**src/scsi_term_pkg.sv**
```systemverilog
// SCSI control FSM term package with the input word layout and the product-term table
package scsi_term_pkg;

  // State code held by the state register
  typedef logic [4:0] sm_state_t;

  localparam sm_state_t state_idle = 5'd0;
  // Highest code the table can ever reach (CPU write access)
  localparam sm_state_t state_last = 5'd10;

  localparam int term_count = 28;

  // Field view of the input word, the state sits in the top five bits
  typedef struct packed {
    sm_state_t state;
    logic      cpureq;
    logic      dmadir;
    logic      dreq;
    logic      lbyte;
    logic      boeq3;
    logic      fifo_empty;
    logic      fifo_full;
  } sm_fields_t;

  // Built from the fields, matched as a raw word
  typedef union packed {
    logic [11:0] raw;
    sm_fields_t  f;
  } sm_in_t;

  typedef logic [11:0] term_word_t;

  // Cubes are written as state_cpureq.dmadir.dreq_lbyte.boeq3.empty.full
  // SCSI to memory byte while the FIFO has room
  localparam term_word_t care_s2m = 12'b11111_111_0001;
  localparam term_word_t val_s2m = 12'b00000_001_0000;
  // Memory to SCSI byte while the FIFO holds data
  localparam term_word_t care_m2s = 12'b11111_111_0010;
  localparam term_word_t val_m2s = 12'b00000_011_0000;
  // Last byte landed on offset three with no request pending
  localparam term_word_t care_last = 12'b11111_101_1100;
  localparam term_word_t val_last = 12'b00000_000_1100;
  // CPU access start from idle, dmadir picks the direction
  localparam term_word_t care_cpu_start = 12'b11111_110_0000;
  localparam term_word_t val_rd_start = 12'b00000_100_0000;
  localparam term_word_t val_wr_start = 12'b00000_110_0000;
  // Read acknowledge and hold, states 1 and 3
  localparam term_word_t care_rd_ack = 12'b11101_100_0000;
  localparam term_word_t val_rd_ack = 12'b00001_100_0000;
  // Write acknowledge and hold, states 6 and 10
  localparam term_word_t care_wr_ack = 12'b10011_100_0000;
  localparam term_word_t val_wr_ack = 12'b00010_100_0000;
  // Spare terms ask for full and empty at once, which the pointers never give
  localparam term_word_t care_off = 12'b00000_000_0011;
  localparam term_word_t val_off = 12'b00000_000_0011;

  // Four terms per line, term 0 first
  localparam term_word_t term_care [term_count] = '{
    care_m2s, care_last, care_off, care_m2s,
    care_s2m, care_off, care_off, care_off,
    care_off, care_off, care_s2m, care_m2s,
    care_off, care_off, care_wr_ack, care_cpu_start,
    care_s2m, care_cpu_start, care_cpu_start, care_off,
    care_off, care_off, care_wr_ack, care_off,
    care_cpu_start, care_rd_ack, care_cpu_start, care_off
  };

  localparam term_word_t term_value [term_count] = '{
    val_m2s, val_last, val_off, val_m2s,
    val_s2m, val_off, val_off, val_off,
    val_off, val_off, val_s2m, val_m2s,
    val_off, val_off, val_wr_ack, val_wr_start,
    val_s2m, val_rd_start, val_wr_start, val_off,
    val_off, val_off, val_wr_ack, val_off,
    val_wr_start, val_rd_ack, val_rd_start, val_off
  };

endpackage

```
**src/sm_strobe_if.sv**
```systemverilog
// Strobe bundle carrying the decoded transfer strobes and next state to the registers
interface sm_strobe_if;
  import scsi_term_pkg::*;

  // All strobes are active high and valid in every cycle
  logic      dack;
  logic      incbo;
  logic      incni;
  logic      incno;
  logic      re;
  logic      we;
  logic      scsi_cs;
  logic      set_dsack;
  logic      s2f;
  logic      f2s;
  logic      s2cpu;
  logic      cpu2s;
  sm_state_t next_state;

  // Term decode side
  modport decode (
    output dack, incbo, incni, incno, re, we, scsi_cs,
    output set_dsack, s2f, f2s, s2cpu, cpu2s, next_state
  );

  // Register side
  modport ctrl (
    input dack, incbo, incni, incno, re, we, scsi_cs,
    input set_dsack, s2f, f2s, s2cpu, cpu2s, next_state
  );

endinterface

```
**src/scsi_sm_outputs.sv**
```systemverilog
// SCSI FSM OR plane decoding the product terms into transfer strobes and the next state
module scsi_sm_outputs (
  input logic [scsi_term_pkg::term_count-1:0] terms,
  sm_strobe_if.decode                         strobe
);

  // Terms as the OR plane sees them
  logic [scsi_term_pkg::term_count-1:0] e;

  // Group flags for the two-level next state bits go high when a term in the group is low
  logic ns1_a;
  logic ns1_b;
  logic ns2_a;
  logic ns2_b;
  logic ns3_a;
  logic ns3_b;
  logic ns4_a;
  logic ns4_b;
  logic cs_a;
  logic cs_b;

  // Term 9 is fed from term 8 here, so term 9 itself has no effect on any output
  assign e = {terms[27:10], terms[8], terms[8:0]};

  // Single group strobes, each a NAND of its active-low terms
  assign strobe.dack = ~&{e[0], e[1], e[7], e[9], e[13], e[16], e[20], e[21]};
  assign strobe.incbo = ~&{e[10], e[11]};
  assign strobe.incni = ~&{e[2], e[4]};
  assign strobe.incno = ~&{e[2], e[3]};
  assign strobe.re = ~&{e[7], e[12], e[17], e[20], e[21], e[25], e[26], e[27]};
  assign strobe.we = ~&{e[8], e[9], e[13], e[16], e[18], e[24]};
  assign strobe.set_dsack = ~&{e[22], e[25]};
  assign strobe.s2f = ~&{e[7], e[10], e[20], e[21]};
  assign strobe.f2s = ~&{e[9], e[11], e[13], e[16]};
  assign strobe.s2cpu = ~&{e[12], e[17], e[19], e[23], e[25], e[26], e[27]};
  assign strobe.cpu2s = ~&{e[8], e[18], e[22], e[24]};

  // Chip select needs an access term from each half of the array
  assign cs_a = ~&{e[8], e[12], e[17], e[18]};
  assign cs_b = ~&{e[22], e[24], e[25], e[26], e[27]};
  assign strobe.scsi_cs = cs_a & cs_b;

  // Upper state bits pair a group from each half in the same way
  assign ns1_a = ~&{e[12], e[13], e[14], e[15], e[16], e[17]};
  assign ns1_b = ~&{e[18], e[22], e[24], e[26], e[27]};
  assign ns2_a = ~&{e[0], e[2], e[7], e[14]};
  assign ns2_b = ~&{e[15], e[18], e[20], e[21], e[22], e[27]};
  assign ns3_a = ~&{e[0], e[1], e[6], e[12], e[14], e[15]};
  assign ns3_b = ~&{e[19], e[20], e[23], e[24], e[25], e[27]};
  assign ns4_a = ~&{e[1], e[5], e[8], e[11], e[13], e[19]};
  assign ns4_b = ~&{e[21], e[22], e[23], e[24], e[26], e[27]};

  // Bit 0 is a plain OR of its terms
  assign strobe.next_state = {
    ns4_a & ns4_b,
    ns3_a & ns3_b,
    ns2_a & ns2_b,
    ns1_a & ns1_b,
    ~&{e[8], e[9], e[17], e[19], e[23], e[25], e[26]}
  };

endmodule

```
**src/flat_wrapper.sv**
```systemverilog
// flat-port wrapper written by rule: the top's interface ports become plain ports
module scsi_sm_outputs_flat 
  (terms, strobe_dack, strobe_incbo, strobe_incni, strobe_incno, strobe_re, strobe_we, strobe_scsi_cs, strobe_set_dsack, strobe_s2f, strobe_f2s, strobe_s2cpu, strobe_cpu2s, strobe_next_state);
  sm_strobe_if strobe_i ();
  input logic [scsi_term_pkg::term_count-1:0] terms;
  output wire logic [$bits(strobe_i.dack)-1:0] strobe_dack;
  output wire logic [$bits(strobe_i.incbo)-1:0] strobe_incbo;
  output wire logic [$bits(strobe_i.incni)-1:0] strobe_incni;
  output wire logic [$bits(strobe_i.incno)-1:0] strobe_incno;
  output wire logic [$bits(strobe_i.re)-1:0] strobe_re;
  output wire logic [$bits(strobe_i.we)-1:0] strobe_we;
  output wire logic [$bits(strobe_i.scsi_cs)-1:0] strobe_scsi_cs;
  output wire logic [$bits(strobe_i.set_dsack)-1:0] strobe_set_dsack;
  output wire logic [$bits(strobe_i.s2f)-1:0] strobe_s2f;
  output wire logic [$bits(strobe_i.f2s)-1:0] strobe_f2s;
  output wire logic [$bits(strobe_i.s2cpu)-1:0] strobe_s2cpu;
  output wire logic [$bits(strobe_i.cpu2s)-1:0] strobe_cpu2s;
  output wire logic [$bits(strobe_i.next_state)-1:0] strobe_next_state;
  assign strobe_dack = strobe_i.dack;
  assign strobe_incbo = strobe_i.incbo;
  assign strobe_incni = strobe_i.incni;
  assign strobe_incno = strobe_i.incno;
  assign strobe_re = strobe_i.re;
  assign strobe_we = strobe_i.we;
  assign strobe_scsi_cs = strobe_i.scsi_cs;
  assign strobe_set_dsack = strobe_i.set_dsack;
  assign strobe_s2f = strobe_i.s2f;
  assign strobe_f2s = strobe_i.f2s;
  assign strobe_s2cpu = strobe_i.s2cpu;
  assign strobe_cpu2s = strobe_i.cpu2s;
  assign strobe_next_state = strobe_i.next_state;
  scsi_sm_outputs u_core (.terms(terms), .strobe(strobe_i));
endmodule
```
**config.mk**
```make
export PLATFORM = sky130hd
export DESIGN_NAME = scsi_sm_outputs_flat
export DESIGN_NICKNAME = d
export VERILOG_FILES = /design/src/scsi_term_pkg.sv /design/src/sm_strobe_if.sv /design/src/scsi_sm_outputs.sv /design/src/flat_wrapper.sv
export SDC_FILE = /design/constraint.sdc
export NUM_CORES = 1
export LEC_CHECK = 0
export BUFFER_PORTS_ARGS = -buffer_cell sky130_fd_sc_hd__buf_4
export CAP_MARGIN = 20
export CORE_AREA = 2 2 39 41
export DETAILED_ROUTE_END_ITERATION = 7
export DIE_AREA = 0 0 41 43
export SYNTH_ARGS = -nofsm -noshare
export SYNTH_HDL_FRONTEND = slang
export SYNTH_SLANG_ARGS = --single-unit
```
**constraint.sdc**
```tcl
create_clock -name vclk -period 0.8
set_input_delay 0 -clock vclk [all_inputs]
set_output_delay 0 -clock vclk [all_outputs]
set_load 0.02 [all_outputs]
```
==> results_dict.tcl <==
set metrics [dict create \
    wl_per_cell_um 11.7 \
    worstSetupPathType "in2out" \
    slew_headroom_pct 88.4 \
    ctsHoldBuffers 0 \
    fmax_mhz 1440 \
    antenna_found_initial 0 \
    fin_nets 107 \
    ant_nets 0 \
    fin_cells 93 \
    endpoint "strobe_next_state[1]" \
    synth_cells 33 \
    avgSynthCellArea_um2 6.18 \
    yosys-top-cells-count "nand2_1 (8), nand3_1 (5), nand4_1 (5)" \
    worst_ep_arrival_time_ns 0.69 \
    drc 0 \
    maxCapViolations 0 \
    required_ns 0.80 \
    die-width_um 41 \
    hpwl_um 976 \
    endpoint_kind "output port" \
    diodes 0 \
    ir_worst_vdd_v 0.000145 \
    yosys.area.top_type "nand4_1" \
    nFlopsAndLatches 0 \
    layout_setup_ws_ns 0.107 \
    power.density_mw_per_mm2 430 \
    finalWirelength_um 1090 \
    finalSetupViolations 0 \
    drt_pass1_iterations 4 \
    yosysSeqAreaShare_pct 0 \
    run_status "finished clean" \
    synthTopCellsByArea "nand4_1 (15%), nand2_1 (15%), and4_1 (13%), nand3_1 (12%), a32oi_1 (8.6%)" \
    min_path_cells 3 \
    period_share_pct 86.6 \
    synthToLayoutAreaGrowth_pct 172 \
    grt_max_degree 6 \
    die_height_um 43 \
    ctsResizeCount 0 \
    power.leakage_uw 0.000259 \
    io_pins 45 \
    syn_area_um2 204 \
    tns_ns 0 \
    yosysMostFrequentCell "nand2_1" \
    rows 14 \
    worst_setup_path_startpoint "terms[14]" \
    dp_slack_ns 0.101 \
    grt_pass1_vias 412 \
    cp-start-kind "input port" \
    dr.first_iter.drc_count 6 \
    n_clock_buffer 0 \
    die-area_mm2 0.00176 \
    hold_violations 0 \
    vias_per_cell 4.81 \
    synth.top_cell.area_share_pct 15.3 \
    fin_crit_ns 0.693 \
    grt_pass1_wl_um 1640 \
    drive_gt1_share_pct 59.7 \
    ys_warn_count 0 \
    rsz0062_at_grt "no" \
    core-area_mm2 0.00138 \
    hp-class "in2out" \
    report.final.slew_viol_count 0 \
    routed-via-count 447 \
    gp_congestion 0.754 \
    dp_cells 93 \
    portBuffers 44 \
    ff_latch_area_um2 0 \
    start_util_pct 14.7 \
    cts_setup_buffers 0 \
    synth_cell_types 14 \
    cp_max_fo 3 \
    tightest_slew_ns 0.174 \
    syn_nets 61 \
    grt-ovfl-total 0 \
    grt.total_usage_pct 12.3 \
]
## per-stage QoR
step	hold WS [ns]	cell area [um^2]	power, uW	util [%]
CTS	0.262	554	240	40.1
finish	0.263	554	238	40.1
detailed placement	0.262	554	239	40.1
floorplan	0.117	204	66.0	-
global placement	0.261	554	238	40.1
global route	0.273	554	258	40.1
## worst min path at each step
| stage | start | slack, ns | endpoint |
|---|---|---|---|
| after floorplan | terms[11] | 0.12 | strobe_f2s |
| after global placement | terms[3] | 0.26 | strobe_incno |
| after detailed placement | terms[3] | 0.26 | strobe_incno |
| after CTS | terms[3] | 0.26 | strobe_incno |
| after global routing | terms[4] | 0.27 | strobe_incni |
| final | terms[3] | 0.26 | strobe_incno |
## metal layers
metal  GRT usage (%)  wire [um]  vias up
li1                -          -      224
met1            15.5        427      199
met2            22.8        542       24
met3           0.524        117        0
met4               0          0        0
met5               0          0        -
## report_power, final
group          leakage (uW)  internal, uW  switching, uW
Sequential                0             0              0
Clock                     0             0              0
Combinational      0.000259           134            105
Total              0.000259           134            105
## cell usage in the layout (no fill, tap or decap)
cell type / Yosys / layout
nand3_1: 5 / 5
a32oi_1: 2 / 2
and2_1: 1 / 1
nand2b_1: 1 / 1
and4_4: 1 / 1
and4_1: 3 / 3
nand4_1: 5 / 5
buf_4: 0 / 44
o22a_1: 1 / 1
or2_1: 1 / 1
o21a_1: 1 / 1
and4_2: 1 / 1
nand2_1: 8 / 8
a21oi_1: 1 / 1
and3_1: 2 / 2
## final cells by class
type	instances	area, um^2
Multi-Input combinational cell	33	204
Fill cell	155	830
Timing Repair Buffer	44	330
Tap cell	16	20.0
## critical path, cell delays in order
cell and delay [ns]:
buf_4 0.12, and4_1 0.19, a32oi_1 0.21, buf_4 0.18
## logic make-up (layout without fill, tap and decap cells)
| group | Yosys count | count (layout) | synth area share [%] |
|---|---|---|---|
| compound gates | 5 | 5 | 19.0 |
| simple gates | 28 | 28 | 81.0 |
| buf+inv | 0 | 44 | 0 |
Power figures use the tool's default switching activity.
