--- src/scsi_term_pkg.sv ---
// SCSI control FSM term package with the input word layout and the product-term table
package scsi_term_pkg;

  // State code held by the state register
  typedef logic [4:0] sm_state_t;

  localparam sm_state_t state_idle = 5'd0;
  // Highest code the table can ever reach (CPU write access)
  localparam sm_state_t state_last = 5'd10;

  localparam int term_count = 28;

  // Field view of the input word, the state sits in the top five bits
  typedef struct packed {
    sm_state_t state;
    logic      cpureq;
    logic      dmadir;
    logic      dreq;
    logic      lbyte;
    logic      boeq3;
    logic      fifo_empty;
    logic      fifo_full;
  } sm_fields_t;

  // Built from the fields, matched as a raw word
  typedef union packed {
    logic [11:0] raw;
    sm_fields_t  f;
  } sm_in_t;

  typedef logic [11:0] term_word_t;

  // Cubes are written as state_cpureq.dmadir.dreq_lbyte.boeq3.empty.full
  // SCSI to memory byte while the FIFO has room
  localparam term_word_t care_s2m = 12'b11111_111_0001;
  localparam term_word_t val_s2m = 12'b00000_001_0000;
  // Memory to SCSI byte while the FIFO holds data
  localparam term_word_t care_m2s = 12'b11111_111_0010;
  localparam term_word_t val_m2s = 12'b00000_011_0000;
  // Last byte landed on offset three with no request pending
  localparam term_word_t care_last = 12'b11111_101_1100;
  localparam term_word_t val_last = 12'b00000_000_1100;
  // CPU access start from idle, dmadir picks the direction
  localparam term_word_t care_cpu_start = 12'b11111_110_0000;
  localparam term_word_t val_rd_start = 12'b00000_100_0000;
  localparam term_word_t val_wr_start = 12'b00000_110_0000;
  // Read acknowledge and hold, states 1 and 3
  localparam term_word_t care_rd_ack = 12'b11101_100_0000;
  localparam term_word_t val_rd_ack = 12'b00001_100_0000;
  // Write acknowledge and hold, states 6 and 10
  localparam term_word_t care_wr_ack = 12'b10011_100_0000;
  localparam term_word_t val_wr_ack = 12'b00010_100_0000;
  // Spare terms ask for full and empty at once, which the pointers never give
  localparam term_word_t care_off = 12'b00000_000_0011;
  localparam term_word_t val_off = 12'b00000_000_0011;

  // Four terms per line, term 0 first
  localparam term_word_t term_care [term_count] = '{
    care_m2s, care_last, care_off, care_m2s,
    care_s2m, care_off, care_off, care_off,
    care_off, care_off, care_s2m, care_m2s,
    care_off, care_off, care_wr_ack, care_cpu_start,
    care_s2m, care_cpu_start, care_cpu_start, care_off,
    care_off, care_off, care_wr_ack, care_off,
    care_cpu_start, care_rd_ack, care_cpu_start, care_off
  };

  localparam term_word_t term_value [term_count] = '{
    val_m2s, val_last, val_off, val_m2s,
    val_s2m, val_off, val_off, val_off,
    val_off, val_off, val_s2m, val_m2s,
    val_off, val_off, val_wr_ack, val_wr_start,
    val_s2m, val_rd_start, val_wr_start, val_off,
    val_off, val_off, val_wr_ack, val_off,
    val_wr_start, val_rd_ack, val_rd_start, val_off
  };

endpackage

--- src/scsi_xfer_pkg.sv ---
// SCSI transfer side package with counter widths and the DMA direction code
package scsi_xfer_pkg;

  // Byte offset within a longword, so four bytes per word
  localparam int bo_width = 2;

  // Default FIFO address width, eight entries deep
  localparam int ptr_width_default = 3;

  // Level of dmadir for a memory to SCSI transfer
  localparam logic dir_to_scsi = 1'b1;

endpackage

--- src/sm_strobe_if.sv ---
// Strobe bundle carrying the decoded transfer strobes and next state to the registers
interface sm_strobe_if;
  import scsi_term_pkg::*;

  // All strobes are active high and valid in every cycle
  logic      dack;
  logic      incbo;
  logic      incni;
  logic      incno;
  logic      re;
  logic      we;
  logic      scsi_cs;
  logic      set_dsack;
  logic      s2f;
  logic      f2s;
  logic      s2cpu;
  logic      cpu2s;
  sm_state_t next_state;

  // Term decode side
  modport decode (
    output dack, incbo, incni, incno, re, we, scsi_cs,
    output set_dsack, s2f, f2s, s2cpu, cpu2s, next_state
  );

  // Register side
  modport ctrl (
    input dack, incbo, incni, incno, re, we, scsi_cs,
    input set_dsack, s2f, f2s, s2cpu, cpu2s, next_state
  );

endinterface

--- src/scsi_xfer_ctrl.sv ---
// SCSI transfer control holding the state, strobe registers, byte offset and FIFO pointers
module scsi_xfer_ctrl #(
  parameter int ptr_width = scsi_xfer_pkg::ptr_width_default
) (
  input  logic                     clk,
  input  logic                     rst_n,
  sm_strobe_if.ctrl                strobe,
  output scsi_term_pkg::sm_state_t state,
  output logic                     boeq3,
  output logic                     fifo_empty,
  output logic                     fifo_full,
  output logic                     dack,
  output logic                     incbo,
  output logic                     incni,
  output logic                     incno,
  output logic                     re,
  output logic                     we,
  output logic                     scsi_cs,
  output logic                     set_dsack,
  output logic                     s2f,
  output logic                     f2s,
  output logic                     s2cpu,
  output logic                     cpu2s
);
  import scsi_term_pkg::*;
  import scsi_xfer_pkg::*;

  logic [bo_width-1:0] byte_offset;
  // One extra bit tells a full FIFO from an empty one
  logic [ptr_width:0]  fill_ptr;
  logic [ptr_width:0]  drain_ptr;

  // State and strobes move out one cycle after the terms that made them
  always_ff @(posedge clk) begin
    if (!rst_n) begin
      state     <= state_idle;
      dack      <= 1'b0;
      incbo     <= 1'b0;
      incni     <= 1'b0;
      incno     <= 1'b0;
      re        <= 1'b0;
      we        <= 1'b0;
      scsi_cs   <= 1'b0;
      set_dsack <= 1'b0;
      s2f       <= 1'b0;
      f2s       <= 1'b0;
      s2cpu     <= 1'b0;
      cpu2s     <= 1'b0;
    end else begin
      state     <= strobe.next_state;
      dack      <= strobe.dack;
      incbo     <= strobe.incbo;
      incni     <= strobe.incni;
      incno     <= strobe.incno;
      re        <= strobe.re;
      we        <= strobe.we;
      scsi_cs   <= strobe.scsi_cs;
      set_dsack <= strobe.set_dsack;
      s2f       <= strobe.s2f;
      f2s       <= strobe.f2s;
      s2cpu     <= strobe.s2cpu;
      cpu2s     <= strobe.cpu2s;
    end
  end

  // Counters step on the decoded strobes in the same edge as the registers load
  // A fill into a full FIFO or a drain from an empty one is dropped
  always_ff @(posedge clk) begin
    if (!rst_n) begin
      byte_offset <= '0;
      fill_ptr    <= '0;
      drain_ptr   <= '0;
    end else begin
      if (strobe.incbo) begin
        byte_offset <= byte_offset + 1'b1;
      end
      if (strobe.incni && !fifo_full) begin
        fill_ptr <= fill_ptr + 1'b1;
      end
      if (strobe.incno && !fifo_empty) begin
        drain_ptr <= drain_ptr + 1'b1;
      end
    end
  end

  // Conditions go straight back to the term plane from the registers
  assign boeq3 = (byte_offset == bo_width'(3));
  assign fifo_empty = (fill_ptr == drain_ptr);
  // Full means the fill side has lapped the drain side once
  assign fifo_full = (fill_ptr == {~drain_ptr[ptr_width], drain_ptr[ptr_width-1:0]});

  // The term table must hold off filling once the fed-back full flag is set
  a_no_fill_full: assert property (@(posedge clk) disable iff (!rst_n)
    strobe.incni |-> !fifo_full)
    else $error("fill strobe while the FIFO is full");

  // Likewise no drain once the empty flag is back
  a_no_drain_empty: assert property (@(posedge clk) disable iff (!rst_n)
    strobe.incno |-> !fifo_empty)
    else $error("drain strobe while the FIFO is empty");

  // SCSI chip read and write are never requested in the same cycle
  a_re_we_excl: assert property (@(posedge clk) disable iff (!rst_n)
    !(strobe.re && strobe.we))
    else $error("re and we decoded together");

endmodule

--- src/flat_wrapper.sv ---
// flat-port wrapper written by rule: the top's interface ports become plain ports
module scsi_xfer_ctrl_flat import scsi_term_pkg::*; import scsi_xfer_pkg::*;
#(
  parameter int ptr_width = scsi_xfer_pkg::ptr_width_default
)
  (clk, rst_n, state, boeq3, fifo_empty, fifo_full, dack, incbo, incni, incno, re, we, scsi_cs, set_dsack, s2f, f2s, s2cpu, cpu2s, strobe_dack, strobe_incbo, strobe_incni, strobe_incno, strobe_re, strobe_we, strobe_scsi_cs, strobe_set_dsack, strobe_s2f, strobe_f2s, strobe_s2cpu, strobe_cpu2s, strobe_next_state);
  sm_strobe_if strobe_i ();
  input  logic clk;
  input  logic rst_n;
  output scsi_term_pkg::sm_state_t state;
  output logic boeq3;
  output logic fifo_empty;
  output logic fifo_full;
  output logic dack;
  output logic incbo;
  output logic incni;
  output logic incno;
  output logic re;
  output logic we;
  output logic scsi_cs;
  output logic set_dsack;
  output logic s2f;
  output logic f2s;
  output logic s2cpu;
  output logic cpu2s;
  input wire logic [$bits(strobe_i.dack)-1:0] strobe_dack;
  input wire logic [$bits(strobe_i.incbo)-1:0] strobe_incbo;
  input wire logic [$bits(strobe_i.incni)-1:0] strobe_incni;
  input wire logic [$bits(strobe_i.incno)-1:0] strobe_incno;
  input wire logic [$bits(strobe_i.re)-1:0] strobe_re;
  input wire logic [$bits(strobe_i.we)-1:0] strobe_we;
  input wire logic [$bits(strobe_i.scsi_cs)-1:0] strobe_scsi_cs;
  input wire logic [$bits(strobe_i.set_dsack)-1:0] strobe_set_dsack;
  input wire logic [$bits(strobe_i.s2f)-1:0] strobe_s2f;
  input wire logic [$bits(strobe_i.f2s)-1:0] strobe_f2s;
  input wire logic [$bits(strobe_i.s2cpu)-1:0] strobe_s2cpu;
  input wire logic [$bits(strobe_i.cpu2s)-1:0] strobe_cpu2s;
  input wire logic [$bits(strobe_i.next_state)-1:0] strobe_next_state;
  assign strobe_i.dack = strobe_dack;
  assign strobe_i.incbo = strobe_incbo;
  assign strobe_i.incni = strobe_incni;
  assign strobe_i.incno = strobe_incno;
  assign strobe_i.re = strobe_re;
  assign strobe_i.we = strobe_we;
  assign strobe_i.scsi_cs = strobe_scsi_cs;
  assign strobe_i.set_dsack = strobe_set_dsack;
  assign strobe_i.s2f = strobe_s2f;
  assign strobe_i.f2s = strobe_f2s;
  assign strobe_i.s2cpu = strobe_s2cpu;
  assign strobe_i.cpu2s = strobe_cpu2s;
  assign strobe_i.next_state = strobe_next_state;
  scsi_xfer_ctrl #(.ptr_width(ptr_width)) u_core (.clk(clk), .rst_n(rst_n), .strobe(strobe_i), .state(state), .boeq3(boeq3), .fifo_empty(fifo_empty), .fifo_full(fifo_full), .dack(dack), .incbo(incbo), .incni(incni), .incno(incno), .re(re), .we(we), .scsi_cs(scsi_cs), .set_dsack(set_dsack), .s2f(s2f), .f2s(f2s), .s2cpu(s2cpu), .cpu2s(cpu2s));
endmodule
--- config.mk ---
export PLATFORM = sky130hd
export DESIGN_NAME = scsi_xfer_ctrl_flat
export DESIGN_NICKNAME = d
export VERILOG_FILES = /design/src/scsi_term_pkg.sv /design/src/scsi_xfer_pkg.sv /design/src/sm_strobe_if.sv /design/src/scsi_xfer_ctrl.sv /design/src/flat_wrapper.sv
export SDC_FILE = /design/constraint.sdc
export NUM_CORES = 1
export LEC_CHECK = 0
export BUFFER_PORTS_ARGS = -buffer_cell sky130_fd_sc_hd__buf_4
export CAP_MARGIN = 10
export CORE_MARGIN = 2
export CORE_UTILIZATION = 45
export DETAILED_ROUTE_END_ITERATION = 10
export MAX_ROUTING_LAYER = met4
export PLACE_DENSITY = 0.72
export RECOVER_POWER = 25
export SETUP_SLACK_MARGIN = 0.05
export SLEW_MARGIN = 5
export SYNTH_ARGS = -nofsm -noshare
export SYNTH_HDL_FRONTEND = slang
export SYNTH_SLANG_ARGS = --single-unit
--- constraint.sdc ---
create_clock -name clk -period 1.5 [get_ports clk]
set_input_delay 0.3 -clock clk [delete_from_list [all_inputs] [get_ports clk]]
set_output_delay 0.3 -clock clk [all_outputs]
set_load 0.005 [all_outputs]
==> flow_summary.yaml <==
worst_setup_path:
  reg2reg_slack_ns: 0.05
  setup.worst_path.class: "flop to output pin"
  timing.critical_path.fanout_max: 3
  crit_path_start_kind: "flop"
  worst_setup_path_end_kind: "output pin"
  cp_data_required_time_ns: 1.20
  critPathArrivalTime_ns: 1.28
clocking:
  cts_root_buf: "sky130_fd_sc_hd__clkbuf_4"
  cts.sinks: 27
  clock_tree.buffer_depth: 2
  cts.hold.buffers_added: 0
  insertion_delay_ns: 0.33
  cts_made_buffers: 3
  cts_tree: "yes"
  clkTransAtPathRegs_ns: 0.15
  ctsHtreeMaxLevel: 1
timing:
  setup_repair_after_global_routing_missed_its_margin: "yes"
  worst_pin_slew_ns: 1.053
  timing_hold_violations_final: 0
  postLayoutSetupSlackWorst_ns: -0.08293
  report.final.setup_viol: 2
  worst_slew_margin_rel_pct: 29.80
  timing.fmax_mhz: 631.7
  number_of_max_slew_violations_in_the_final_report: 0
  setup_total_negative_slack_ns: -0.1575
  fin_crit_ns: 1.583
  min_period_over_period_pct: 105.5
  fin_worst_skew_ns: 0.004358
synthesis:
  yosys.area_share.xor_xnor_pct: 7.692
  synth_cell_types: 27
  synthSimpleGateAreaFrac_pct: 23.75
  post_synth_mux_area_share_pct: 8.027
  netlist_area_sq_um: 1122
  synth-adder-area-share_pct: 3.344
  synth-seq-area-share_pct: 48.16
  post_synth.cell_area_avg_sq_um: 10.49
  yosysWarningCount: 0
  synthesis.nets: 129
  ys_ff_latch: 27
  synth_top_family_by_area: "simple AND/OR/NAND/NOR gates"
  synthesis.instances: 107
  synth_compound_area_share_pct: 5.240
placed_design:
  gpl.final_weighted_congestion: 0.8283
  detailedPlacementHpwl_um: 1569
  dpl_worst_slack_ns: 0.1239
  place.port_buffers: 38
global_routing:
  globalRouteTotalUtil_pct: 18.80
  global_route.overflow_total: 0
  first_pass_grt_wire_length_um: 3670
  grt_max_degree: 32
  initial_antenna_violation_count: 0
  grt_pass1_vias: 888
pwr:
  static-leakage-power_nw: 0.7277
  vdd_ir_drop_max_mv: 0.7304
  cellPowerDensity_nw_per_um2: 938.5
cells_and_area:
  num-fill-cells: 187
  drive_gt1_share_pct: 44.81
  mostFrequentLayoutCell: "sky130_fd_sc_hd__buf_4"
  layout.core_utilization_pct: 67.55
  antenna_cells: 0
  area_growth_syn_to_layout_pct: 45.04
  commonest_non_fill_non_tap_cells_in_the_layout: "sky130_fd_sc_hd__buf_4, sky130_fd_sc_hd__dfxtp_1, sky130_fd_sc_hd__and2_1, sky130_fd_sc_hd__nand2_1, sky130_fd_sc_hd__mux2i_1"
  nets: 177
detailed_routing:
  drt_iter0_drc: 7
  wl_per_cell_um: 13.13
  drc_errors: 0
  drt-pass1-iter-count: 4
  dr_total_vias: 916
  post_drt_via_cell_ratio: 4.978
  wl_um: 2415
  antenna_violating_nets_post_route: 0
job:
  max_cap_violations: 0
run_status:
  run_status: "finished with violations"
  violations: "setup timing"
floorplanning:
  die_area_sq_um: 2910
  placementRows: 18
  io_pins: 39
  die_h_um: 53.94
  placeableCoreArea_sq_um: 2410
  initial_core_utilization_pct: 46.57
  dieWidth_um: 53.94
min_path:
  hold_class: "input port to flop"
-- per-stage QoR --
stage                     hold slack, ns  total power [mW]  std cells  area [sq um]
after CTS                         0.1476             1.465        182          1562
after global routing              0.1423             1.609        184          1628
after detailed placement          0.5105             1.059        171          1418
final                             0.1588             1.528        184          1628
after floorplan                   0.4217            0.9420        107          1122
after global placement            0.5025             1.048        171          1418
-- routing by layer --
metal	GRT usage, %	vias up	routed length [um]
li1	-	453	-
met1	18.31	434	969
met2	32.72	24	1279
met3	4.722	5	114
met4	12.39	0	53
met5	-	-	0
-- synth_stat cells --
| library cell | number | area, sq um |
|---|---|---|
| sky130_fd_sc_hd__xor2_2 | 1 | 16.27 |
| sky130_fd_sc_hd__nand3_1 | 2 | 10.01 |
| sky130_fd_sc_hd__nand2_1 | 12 | 45.04 |
| sky130_fd_sc_hd__nand3b_1 | 1 | 7.510 |
| sky130_fd_sc_hd__nor2_1 | 2 | 7.510 |
| sky130_fd_sc_hd__nor3b_1 | 1 | 7.510 |
| sky130_fd_sc_hd__nor4_1 | 2 | 12.51 |
| sky130_fd_sc_hd__nand2b_2 | 1 | 8.760 |
| sky130_fd_sc_hd__buf_4 | 2 | 15.01 |
| sky130_fd_sc_hd__nor2b_1 | 2 | 12.51 |
| sky130_fd_sc_hd__xnor2_1 | 4 | 35.03 |
| sky130_fd_sc_hd__a311o_1 | 1 | 10.01 |
| sky130_fd_sc_hd__and4_1 | 1 | 8.760 |
| sky130_fd_sc_hd__clkbuf_1 | 2 | 7.510 |
| sky130_fd_sc_hd__mux2i_1 | 9 | 90.09 |
| sky130_fd_sc_hd__xor2_1 | 4 | 35.03 |
| sky130_fd_sc_hd__o41a_1 | 2 | 22.52 |
| sky130_fd_sc_hd__or3b_1 | 1 | 8.760 |
| sky130_fd_sc_hd__dlygate4sd1_1 | 1 | 8.760 |
| sky130_fd_sc_hd__ha_1 | 3 | 37.54 |
| sky130_fd_sc_hd__a41oi_1 | 2 | 17.52 |
| sky130_fd_sc_hd__nand4_1 | 1 | 6.260 |
| sky130_fd_sc_hd__dfxtp_1 | 27 | 540.5 |
| sky130_fd_sc_hd__a211o_1 | 1 | 8.760 |
| sky130_fd_sc_hd__nand2b_1 | 3 | 18.77 |
| sky130_fd_sc_hd__buf_6 | 1 | 11.26 |
| sky130_fd_sc_hd__and2_1 | 18 | 112.6 |
-- sequential cells by signal, indices dropped and copies added (netlist names) --
signal              cells
u_core.incno            1
u_core.state            5
u_core.f2s              1
u_core.scsi_cs          1
u_core.s2f              1
u_core.we               1
u_core.re               1
u_core.s2cpu            1
u_core.incni            1
u_core.cpu2s            1
u_core.set_dsack        1
u_core.byte_offset      2
u_core.fill_ptr         4
u_core.drain_ptr        4
u_core.dack             1
u_core.incbo            1
-- area by class of cell --
class	instances	area, sq um	area share [%]
flip-flops and latches	27	563.0	34.59
multi-input cells	74	633.1	38.89
clock buffers	3	22.52	1.384
repair buffers	49	364.1	22.37
clock inverters	1	7.507	0.4612
well taps	30	37.54	2.306
-- worst paths after layout --
kind	from	endpoint	depth (start not counted)
setup / recovery	u_core.drain_ptr[1]	fifo_empty	4
hold / removal	strobe_f2s	u_core.f2s	2
setup reg to reg	u_core.fill_ptr[1]	u_core.drain_ptr[1]	4
hold reg to reg	u_core.byte_offset[1]	u_core.byte_offset[1]	2
-- cell families after synthesis --
| logic type | Yosys count |
|---|---|
| AND/OR/NAND/NOR | 47 |
| XOR/XNOR | 9 |
| adder cells (fa/ha/maj) | 3 |
| AO/OA/AOI/OAI | 6 |
| flip-flops | 27 |
| buffers and inverters | 6 |
| multiplexers | 9 |
-- power breakdown --
part	switching, mW	internal, mW
Clock	0.226	0.102
Combinational	0.161	0.241
Sequential	0.0348	0.763
-- critical path: stages (launching register included) --
cell and delay [ns]:
sky130_fd_sc_hd__dfxtp_4 0.40, sky130_fd_sc_hd__xnor2_4 0.21, sky130_fd_sc_hd__nand3_4 0.12, sky130_fd_sc_hd__nor2_4 0.11
sky130_fd_sc_hd__buf_6 0.10
-- repair_timing --
item	4_1_cts	5_1_grt
setup endpoints to repair	2	5
setup buffers	7	2
gates resized for setup	18	9
pin swaps	3	4
endpoints found under the hold margin	0	0
Power figures use the tool's default switching activity.
